## src/rtl/seg7_pkg.sv

```systemverilog
package seg7_pkg;

  // --------------------
  // AXI4-Lite register map
  // --------------------
  localparam int ADDR_W = 4;
  localparam int DATA_W = 32;

  localparam logic [ADDR_W-1:0] REG_DATA_LO = 4'h0;
  localparam logic [ADDR_W-1:0] REG_DATA_HI = 4'h4;
  localparam logic [ADDR_W-1:0] REG_CTRL    = 4'h8;
  localparam logic [ADDR_W-1:0] REG_DIV     = 4'hC;

  localparam logic [1:0] RESP_OKAY   = 2'b00;
  localparam logic [1:0] RESP_DECERR = 2'b11;

  // --------------------
  // Display constants
  // --------------------
  localparam int NUM_DIGITS = 8;
  localparam int DIV_W      = 16;

  // Active low, all segments off.
  localparam logic [7:0]            SEG_BLANK = 8'hFF;
  localparam logic [NUM_DIGITS-1:0] SEL_NONE  = 8'hFF;

  // Hex font 0..F, active low, bit 7 is the decimal point.
  localparam logic [7:0] SEG_FONT [16] = '{
    8'hC0, 8'hF9, 8'hA4, 8'hB0, 8'h99, 8'h92, 8'h82, 8'hF8,
    8'h80, 8'h90, 8'h88, 8'h83, 8'hC6, 8'hA1, 8'h86, 8'h8E
  };

  typedef enum logic {DISP_HEX = 1'b0, DISP_RAW = 1'b1} disp_mode_e;
  typedef enum logic {W_IDLE, W_RESP} wr_state_e;
  typedef enum logic {R_IDLE, R_DATA} rd_state_e;

  typedef struct packed {
    logic [NUM_DIGITS*8-1:0] data;
    disp_mode_e              mode;
    logic                    enable;
    logic [DIV_W-1:0]        div;
  } seg7_cfg_t;

  typedef struct packed {
    logic [2:0] idx;
    logic [7:0] seg;
    logic       enable;
  } seg7_digit_t;

endpackage

```

## src/rtl/seg7_axil_regs.sv

```systemverilog
`timescale 1ns/1ns

module seg7_axil_regs (
  input  logic                          clk,
  input  logic                          rstn,
  input  logic                          i_awvalid,
  output logic                          o_awready,
  input  logic [seg7_pkg::ADDR_W-1:0]   i_awaddr,
  input  logic                          i_wvalid,
  output logic                          o_wready,
  input  logic [seg7_pkg::DATA_W-1:0]   i_wdata,
  input  logic [seg7_pkg::DATA_W/8-1:0] i_wstrb,
  output logic                          o_bvalid,
  input  logic                          i_bready,
  output logic [1:0]                    o_bresp,
  input  logic                          i_arvalid,
  output logic                          o_arready,
  input  logic [seg7_pkg::ADDR_W-1:0]   i_araddr,
  output logic                          o_rvalid,
  input  logic                          i_rready,
  output logic [seg7_pkg::DATA_W-1:0]   o_rdata,
  output logic [1:0]                    o_rresp,
  output seg7_pkg::seg7_cfg_t           o_cfg
);

  seg7_pkg::wr_state_e          wr_state;
  seg7_pkg::rd_state_e          rd_state;
  seg7_pkg::seg7_cfg_t          cfg_q;
  logic                         wr_go;
  logic                         rd_go;
  logic [seg7_pkg::DATA_W-1:0]  wr_new;

  // Unused bits and unmapped addresses read as zero.
  function automatic logic [seg7_pkg::DATA_W-1:0] reg_word(
    input logic [seg7_pkg::ADDR_W-1:0] addr,
    input seg7_pkg::seg7_cfg_t         cfg
  );
    logic [seg7_pkg::DATA_W-1:0] w;
    w = '0;
    case (addr)
      seg7_pkg::REG_DATA_LO: w = cfg.data[seg7_pkg::DATA_W-1:0];
      seg7_pkg::REG_DATA_HI: w = cfg.data[2*seg7_pkg::DATA_W-1:seg7_pkg::DATA_W];
      seg7_pkg::REG_CTRL: begin
        w[0] = cfg.mode;
        w[1] = cfg.enable;
      end
      seg7_pkg::REG_DIV: w[seg7_pkg::DIV_W-1:0] = cfg.div;
      default: w = '0;
    endcase
    return w;
  endfunction

  function automatic logic addr_hit(input logic [seg7_pkg::ADDR_W-1:0] addr);
    return (addr == seg7_pkg::REG_DATA_LO) || (addr == seg7_pkg::REG_DATA_HI) ||
           (addr == seg7_pkg::REG_CTRL) || (addr == seg7_pkg::REG_DIV);
  endfunction

  function automatic logic [seg7_pkg::DATA_W-1:0] apply_strb(
    input logic [seg7_pkg::DATA_W-1:0]   old,
    input logic [seg7_pkg::DATA_W-1:0]   wdata,
    input logic [seg7_pkg::DATA_W/8-1:0] strb
  );
    logic [seg7_pkg::DATA_W-1:0] w;
    w = old;
    for (int b = 0; b < seg7_pkg::DATA_W/8; b++) begin
      if (strb[b])
        w[8*b +: 8] = wdata[8*b +: 8];
    end
    return w;
  endfunction

  // --------------------
  // Write channel
  // --------------------
  assign wr_go     = (wr_state == seg7_pkg::W_IDLE) && i_awvalid && i_wvalid;
  assign o_awready = wr_go;
  assign o_wready  = wr_go;
  assign o_bvalid  = (wr_state == seg7_pkg::W_RESP);
  assign wr_new    = apply_strb(reg_word(i_awaddr, cfg_q), i_wdata, i_wstrb);

  always_ff @(posedge clk or negedge rstn) begin
    if (!rstn) begin
      wr_state <= seg7_pkg::W_IDLE;
      cfg_q    <= '0;
    end else begin
      if (wr_go) begin
        wr_state <= seg7_pkg::W_RESP;
        case (i_awaddr)
          seg7_pkg::REG_DATA_LO: cfg_q.data[seg7_pkg::DATA_W-1:0] <= wr_new;
          seg7_pkg::REG_DATA_HI:
            cfg_q.data[2*seg7_pkg::DATA_W-1:seg7_pkg::DATA_W] <= wr_new;
          seg7_pkg::REG_CTRL: begin
            cfg_q.mode   <= seg7_pkg::disp_mode_e'(wr_new[0]);
            cfg_q.enable <= wr_new[1];
          end
          seg7_pkg::REG_DIV: cfg_q.div <= wr_new[seg7_pkg::DIV_W-1:0];
          default: ;
        endcase
      end else if (o_bvalid && i_bready) begin
        wr_state <= seg7_pkg::W_IDLE;
      end
    end
  end

  always_ff @(posedge clk) begin
    if (wr_go)
      o_bresp <= addr_hit(i_awaddr) ? seg7_pkg::RESP_OKAY : seg7_pkg::RESP_DECERR;
  end

  // --------------------
  // Read channel
  // --------------------
  assign rd_go     = (rd_state == seg7_pkg::R_IDLE) && i_arvalid;
  assign o_arready = (rd_state == seg7_pkg::R_IDLE);
  assign o_rvalid  = (rd_state == seg7_pkg::R_DATA);

  always_ff @(posedge clk or negedge rstn) begin
    if (!rstn)
      rd_state <= seg7_pkg::R_IDLE;
    else if (rd_go)
      rd_state <= seg7_pkg::R_DATA;
    else if (o_rvalid && i_rready)
      rd_state <= seg7_pkg::R_IDLE;
  end

  always_ff @(posedge clk) begin
    if (rd_go) begin
      o_rdata <= reg_word(i_araddr, cfg_q);
      o_rresp <= addr_hit(i_araddr) ? seg7_pkg::RESP_OKAY : seg7_pkg::RESP_DECERR;
    end
  end

  assign o_cfg = cfg_q;

  a_bvalid_hold: assert property (@(posedge clk) disable iff (!rstn)
    o_bvalid && !i_bready |=> o_bvalid);

  a_rdata_stable: assert property (@(posedge clk) disable iff (!rstn)
    o_rvalid && !i_rready |=> o_rvalid && $stable(o_rdata) && $stable(o_rresp));

endmodule

```

## src/rtl/seg7_scanner.sv

```systemverilog
`timescale 1ns/1ns

module seg7_scanner (
  input  logic                  clk,
  input  logic                  rstn,
  input  seg7_pkg::seg7_cfg_t   i_cfg,
  output seg7_pkg::seg7_digit_t o_digit
);

  logic [seg7_pkg::DIV_W-1:0] cnt;
  logic [2:0]                 idx;
  logic                       tick;
  logic [3:0]                 nib;
  logic [7:0]                 raw;
  logic [7:0]                 seg_next;

  // --------------------
  // Prescaler and digit counter
  // --------------------

  // Compare with >= so a smaller divider written mid-count takes effect at once.
  assign tick = (cnt >= i_cfg.div);

  always_ff @(posedge clk or negedge rstn) begin
    if (!rstn) begin
      cnt <= '0;
      idx <= '0;
    end else if (tick) begin
      cnt <= '0;
      idx <= idx + 3'd1;
    end else begin
      cnt <= cnt + 1'b1;
    end
  end

  // --------------------
  // Field select and decode
  // --------------------
  assign nib = i_cfg.data[{idx, 2'b00} +: 4];
  assign raw = i_cfg.data[{idx, 3'b000} +: 8];

  always_comb begin
    if (i_cfg.mode == seg7_pkg::DISP_HEX)
      seg_next = seg7_pkg::SEG_FONT[nib];
    else
      seg_next = raw;
  end

  // Digit record for the driver.
  always_ff @(posedge clk or negedge rstn) begin
    if (!rstn) begin
      o_digit.idx    <= '0;
      o_digit.seg    <= seg7_pkg::SEG_BLANK;
      o_digit.enable <= 1'b0;
    end else begin
      o_digit.idx    <= idx;
      o_digit.seg    <= seg_next;
      o_digit.enable <= i_cfg.enable;
    end
  end

endmodule

```

## src/rtl/seg7_driver.sv

```systemverilog
`timescale 1ns/1ns

module seg7_driver (
  input  logic                              clk,
  input  logic                              rstn,
  input  seg7_pkg::seg7_digit_t             i_digit,
  output logic [seg7_pkg::NUM_DIGITS-1:0]   o_sel,
  output logic [7:0]                        o_seg
);

  logic [2:0]                        last_idx;
  logic                              show;
  logic [seg7_pkg::NUM_DIGITS-1:0]   sel_dec;

  // One dark cycle on every digit change against ghosting.
  assign show = i_digit.enable && (i_digit.idx == last_idx);

  always_comb begin
    sel_dec              = seg7_pkg::SEL_NONE;
    sel_dec[i_digit.idx] = 1'b0;
  end

  always_ff @(posedge clk or negedge rstn) begin
    if (!rstn) begin
      last_idx <= '0;
      o_sel    <= seg7_pkg::SEL_NONE;
      o_seg    <= seg7_pkg::SEG_BLANK;
    end else begin
      last_idx <= i_digit.idx;
      if (show) begin
        o_sel <= sel_dec;
        o_seg <= i_digit.seg;
      end else begin
        o_sel <= seg7_pkg::SEL_NONE;
        o_seg <= seg7_pkg::SEG_BLANK;
      end
    end
  end

  // At most one digit driven.
  a_sel_onehot: assert property (@(posedge clk) disable iff (!rstn)
    $countones(~o_sel) <= 1);

endmodule

```

## src/rtl/seg7_top.sv

```systemverilog
`timescale 1ns/1ns

module seg7_top (
  input  logic                            clk,
  input  logic                            rstn,
  input  logic                            i_awvalid,
  output logic                            o_awready,
  input  logic [seg7_pkg::ADDR_W-1:0]     i_awaddr,
  input  logic                            i_wvalid,
  output logic                            o_wready,
  input  logic [seg7_pkg::DATA_W-1:0]     i_wdata,
  input  logic [seg7_pkg::DATA_W/8-1:0]   i_wstrb,
  output logic                            o_bvalid,
  input  logic                            i_bready,
  output logic [1:0]                      o_bresp,
  input  logic                            i_arvalid,
  output logic                            o_arready,
  input  logic [seg7_pkg::ADDR_W-1:0]     i_araddr,
  output logic                            o_rvalid,
  input  logic                            i_rready,
  output logic [seg7_pkg::DATA_W-1:0]     o_rdata,
  output logic [1:0]                      o_rresp,
  output logic [seg7_pkg::NUM_DIGITS-1:0] o_sel,
  output logic [7:0]                      o_seg
);

  seg7_pkg::seg7_cfg_t   cfg;
  seg7_pkg::seg7_digit_t digit;

  seg7_axil_regs i_seg7_axil_regs (
    .clk       (clk),
    .rstn      (rstn),
    .i_awvalid (i_awvalid),
    .o_awready (o_awready),
    .i_awaddr  (i_awaddr),
    .i_wvalid  (i_wvalid),
    .o_wready  (o_wready),
    .i_wdata   (i_wdata),
    .i_wstrb   (i_wstrb),
    .o_bvalid  (o_bvalid),
    .i_bready  (i_bready),
    .o_bresp   (o_bresp),
    .i_arvalid (i_arvalid),
    .o_arready (o_arready),
    .i_araddr  (i_araddr),
    .o_rvalid  (o_rvalid),
    .i_rready  (i_rready),
    .o_rdata   (o_rdata),
    .o_rresp   (o_rresp),
    .o_cfg     (cfg)
  );

  seg7_scanner i_seg7_scanner (
    .clk     (clk),
    .rstn    (rstn),
    .i_cfg   (cfg),
    .o_digit (digit)
  );

  seg7_driver i_seg7_driver (
    .clk     (clk),
    .rstn    (rstn),
    .i_digit (digit),
    .o_sel   (o_sel),
    .o_seg   (o_seg)
  );

endmodule

```

## config.mk

```make
export PLATFORM = sky130hd
export DESIGN_NAME = seg7_top
export DESIGN_NICKNAME = d
export VERILOG_FILES = /design/src/rtl/seg7_pkg.sv /design/src/rtl/seg7_axil_regs.sv /design/src/rtl/seg7_scanner.sv /design/src/rtl/seg7_driver.sv /design/src/rtl/seg7_top.sv
export SDC_FILE = /design/constraint.sdc
export NUM_CORES = 1
export LEC_CHECK = 0
export BUFFER_PORTS_ARGS = -buffer_cell sky130_fd_sc_hd__buf_2
export CORE_MARGIN = 2
export CORE_UTILIZATION = 63
export CTS_BUF_LIST = sky130_fd_sc_hd__clkbuf_16
export CTS_CLUSTER_SIZE = 8
export DETAILED_ROUTE_END_ITERATION = 10
export PLACE_DENSITY = 0.88
export SLEW_MARGIN = 10
export SYNTH_ARGS = -nofsm -noshare
export SYNTH_HDL_FRONTEND = slang
export SYNTH_SLANG_ARGS = --single-unit
```

## constraint.sdc

```tcl
create_clock -name clk -period 3.62 [get_ports clk]
set_clock_uncertainty 0.05 [all_clocks]
set_input_delay 0.543 -clock clk [delete_from_list [all_inputs] [get_ports clk]]
set_output_delay 0.543 -clock clk [all_outputs]
set_load 0.005 [all_outputs]
```

==> reports/qor.csv <==
stage;metric;value;unit
sta;Tcrit/Tclk final;0.802;
setup_path;worst reg2reg path depth;7;
status;status;finished clean;
grt;Tot GR Track Use;0.322;
place;final RePlAce weighted congestion;0.968;
floorplan;row count;42;
layout;Post-Layout Cell Count;1045;
power_and_ir_drop;maximum vdd drop;0.358;mV
logic_synthesis;Synth Register Bits;168;
routing;Detail Route Antenna Nets;0;
setup_path;Max FO, Critical Path;14;
sta;fin crit period;2.90;ns
clock_network;clk root buf;clkbuf_16;
sta;Final Max Tran Viols;0;
setup_path;Worst EP required;3.94;ns
routing;Avg WL per Cell;21.1;um
logic_synthesis;largest area contributor in the netlist;dfrtp_1;
logic_synthesis;Area contributors post-synth;dfrtp_1 (32%), edfxtp_1 (12%), dfstp_2 (7.3%);
worst_hold_path;WHS Path Cells;2;
floorplan;initial core utilization;0.646;
setup_path;worst r2r src;i_seg7_scanner.idx[2]$_DFFE_PN0P_;
clock_network;worst-skew pair later-pin latency;0.44;ns
layout;fill cell count;868;
logic_synthesis;Synthesized Nets;842;
setup_path;crit path DAT;3.23;ns
place;DP HPWL;15300;um
setup_path;Setup CP Type;flop to flop;
power_and_ir_drop;sequential power share;0.442;
logic_synthesis;synthesized area per cell;11.2;um^2
setup_path;endpoint class of the critical path;flop;
setup_path;FF-to-FF End;i_seg7_scanner.o_digit[5]$_DFF_PN1_;
floorplan;DIE AREA;0.0146;mm^2
logic_synthesis;Post-Syn Area;0.00858;mm^2
sta;Final Setup Violations;0;
floorplan;Die W;121;um
setup_path;slowest CP cell;dfrtp_1;
power_and_ir_drop;Tot Pwr;0.00585;W
worst_hold_path;Hold Path End;i_seg7_axil_regs.o_rvalid$_DFFE_PN0P_;
clock_network;CTS clk-pin slew, worst paths;0.07;ns
clock_network;Hold Buf Count CTS;0;
power_and_ir_drop;clock share of power;0.319;
power_and_ir_drop;switch share;0.313;
layout;Area Growth Syn to Fin;14.2;%
floorplan;I/O Pins;108;
grt;initial antenna violation count;0;
logic_synthesis;Ys Warns;0;
power_and_ir_drop;Logic pwr share;0.240;
logic_synthesis;Seq/Total Area, Yosys;0.513;
logic_synthesis;library cells used by synthesis;58;
place;Port Buf Inserts;107;
power_and_ir_drop;PD cells;596;mW/mm^2
routing;vias per cell;6.38;
routing;Initial DRC Count;756;
logic_synthesis;cell count after synthesis;767;
logic_synthesis;post-synth top area share;0.321;
flow_run;Max-cap violations;0;
power_and_ir_drop;leakage power;4.37;nW
layout;layout cells sized above 1;0.273;
setup_path;critical path's top delay family;multiplexers;
sta;worst slew pin tran;1.07;ns
sta;Final Hold Viols;0;
routing;Vias;6669;
setup_path;Crit. Startpoint;i_seg7_scanner.idx[2]$_DFFE_PN0P_;
layout;Ant. Diodes;0;
place;DP Cell Count;1013;
floorplan;Core ar.;0.0133;mm^2
sta;RSZ-0062 raised after global routing;no;
setup_path;CP peak stage delay;0.75;ns
power_and_ir_drop;switching pwr;0.00183;W
sta;Fmax;0.344;GHz
sta;Worst slew margin;0.283;
clock_network;# resized after CTS;0;
sta;fin worst setup slack;0.717;ns
clock_network;H-tree depth;4;
clock_network;post-CTS setup repair buffer count;0;
clock_network;Clock Sinks;168;
floorplan;Die Y-Extent;121;um
worst_hold_path;Hold/Removal Path Class;input port to flop;
power_and_ir_drop;Int Pwr;0.00402;W
grt;total grt overflow;0;
setup_path;worst path bufs/invs;1;
setup_path;crit path launch type;flop;
routing;total wire length;22100;um
routing;# DRC;0;
setup_path;R2R Setup Slk;0.72;ns
place;worst slack at placement;0.833;ns
clock_network;CTS Buf Count;17;
grt;first-pass GRT wire length;35500;um
logic_synthesis;ys async rst share;0.798;
logic_synthesis;Synth Flop Type;dfrtp_1;
layout;nets;931;
sta;total negative slack;0;ns
clock_network;CTS tree;built;
grt;number of global-route vias before repair;6689;
logic_synthesis;Post-synth EDFFs;34;
clock_network;CTS max path bufs;2;
setup_path;crit-path cells;mux4_2 -> mux2i_1 -> inv_1 -> ha_1 -> mux2_4 -> o21ai_1 -> a21boi_2;
grt;largest net degree at the start of global routing;87;
routing;drt first pass iters;5;
worst_hold_path;hold_sp;i_rready;
## cell usage in the layout, fill, tap and decap left out, types with 10 or more instances in the layout
| cell type | count |
|---|---|
| or2_2 | 10 |
| o21ai_0 | 74 |
| mux2_2 | 25 |
| nand2_1 | 95 |
| buf_4 | 11 |
| a22oi_1 | 30 |
| clkbuf_16 | 18 |
| ha_1 | 24 |
| dfstp_2 | 24 |
| nor2_1 | 57 |
| dfrtp_1 | 110 |
| mux2i_1 | 44 |
| a22o_1 | 16 |
| mux4_2 | 23 |
| xor2_1 | 14 |
| edfxtp_1 | 34 |
| inv_1 | 30 |
| buf_2 | 106 |
| a21oi_1 | 19 |
## how the worst max path moves through the flow
stage,end,slack (ns),depth (start not counted)
6_report,i_seg7_scanner.o_digit[5]$_DFF_PN1_,0.72,7
5_1_grt,i_seg7_scanner.o_digit[5]$_DFF_PN1_,0.54,7
3_3_place_gp,i_seg7_axil_regs.o_cfg[1]$_DFFE_PN0P_,0.91,4
4_1_cts,i_seg7_scanner.o_digit[5]$_DFF_PN1_,0.78,7
3_5_place_dp,i_seg7_axil_regs.o_cfg[0]$_DFFE_PN0P_,0.83,4
2_1_floorplan,i_seg7_axil_regs.o_rdata[0]$_DFFE_PP_,1.09,1
## cells in the mapped netlist (4+ instances only)
cell type / instances
o21ai_0: 74
nand4_1: 7
a21o_1: 4
dfrtp_1: 110
clkbuf_1: 25
or2_2: 10
mux2_2: 25
a22o_1: 16
nor3_1: 4
nand2b_1: 7
buf_2: 13
ha_1: 24
edfxtp_1: 34
nand2_1: 95
xnor2_1: 4
o211ai_1: 5
nand3_1: 6
a21oi_1: 19
xor2_1: 14
dfstp_2: 24
and3_1: 4
o21ai_1: 7
buf_6: 4
nor2_1: 57
mux2i_1: 44
mux4_2: 23
inv_1: 27
nor2b_1: 6
a22oi_1: 30
## layer usage
layer / track usage / vias to the layer above / routed length, um / part of all wire
met3: 0.0915 / 73 / 2360 / 0.11
met4: 0.134 / 0 / 732 / 0.033
met2: 0.508 / 399 / 10600 / 0.48
li1: - / 2936 / - / -
met1: 0.422 / 3261 / 8330 / 0.38
met5: 0 / - / 0 / 0
## power by group through the flow
stage | Combinational [W] | Clock (W) | Sequential, W
floorplan | 0.00114 | 0 | 0.00242
global route | 0.00153 | 0.00196 | 0.00261
detailed placement | 0.00137 | 0 | 0.00260
finish | 0.00140 | 0.00186 | 0.00258
CTS | 0.00139 | 0.00187 | 0.00257
global placement | 0.00131 | 0 | 0.00257
## flip-flops by register name, indices dropped and copies added (netlist names)
| register | cells |
|---|---|
| i_seg7_axil_regs.o_bresp | 1 |
| i_seg7_axil_regs.o_bvalid | 1 |
| i_seg7_axil_regs.o_cfg | 82 |
| i_seg7_axil_regs.o_rdata | 32 |
| i_seg7_axil_regs.o_rresp | 1 |
| i_seg7_axil_regs.o_rvalid | 1 |
| i_seg7_driver.last_idx | 3 |
| i_seg7_driver.o_seg | 8 |
| i_seg7_driver.o_sel | 8 |
| i_seg7_scanner.cnt | 16 |
| i_seg7_scanner.idx | 3 |
| i_seg7_scanner.o_digit | 12 |
## layout make-up
class,instances,area (um^2),area share
Clock inverter,14,156,0.0160
Sequential cell,168,4400,0.449
Timing Repair Buffer,117,613,0.0625
Clock buffer,18,450,0.0459
Inverter,27,101,0.0103
Tap cell,176,220,0.0225
Multi-Input combinational cell,525,3860,0.393
## worst register-to-register path, delay by kind of cell, from the launching register on
kind            cells  cell delay (ns)
mux                 3             1.28
flops               1             0.75
compound gates      2             0.32
fa+ha+maj           1             0.24
buf+inv             1             0.18
## stage by stage
stage	utilization	area [um^2]	hold WS [ns]
after floorplan	-	8580	0.197
after global placement	0.692	9200	0.377
after global routing	0.737	9800	0.242
final	0.737	9800	0.223
after detailed placement	0.692	9200	0.373
after CTS	0.737	9800	0.213
## cell families (layout without fill, tap and decap cells)
kind of cell / Yosys count / after routing / share of synthesized area
AOI/OAI and AO/OA: 178 / 178 / 0.132
adders and majority gates: 24 / 24 / 0.0350
muxes: 98 / 98 / 0.157
and+or+nand+nor: 207 / 207 / 0.106
xor gates and xnor gates: 18 / 18 / 0.0184
buffers and inverters: 74 / 176 / 0.0391
DFF: 168 / 168 / 0.513
No activity file was read; power rests on OpenSTA's default activity.
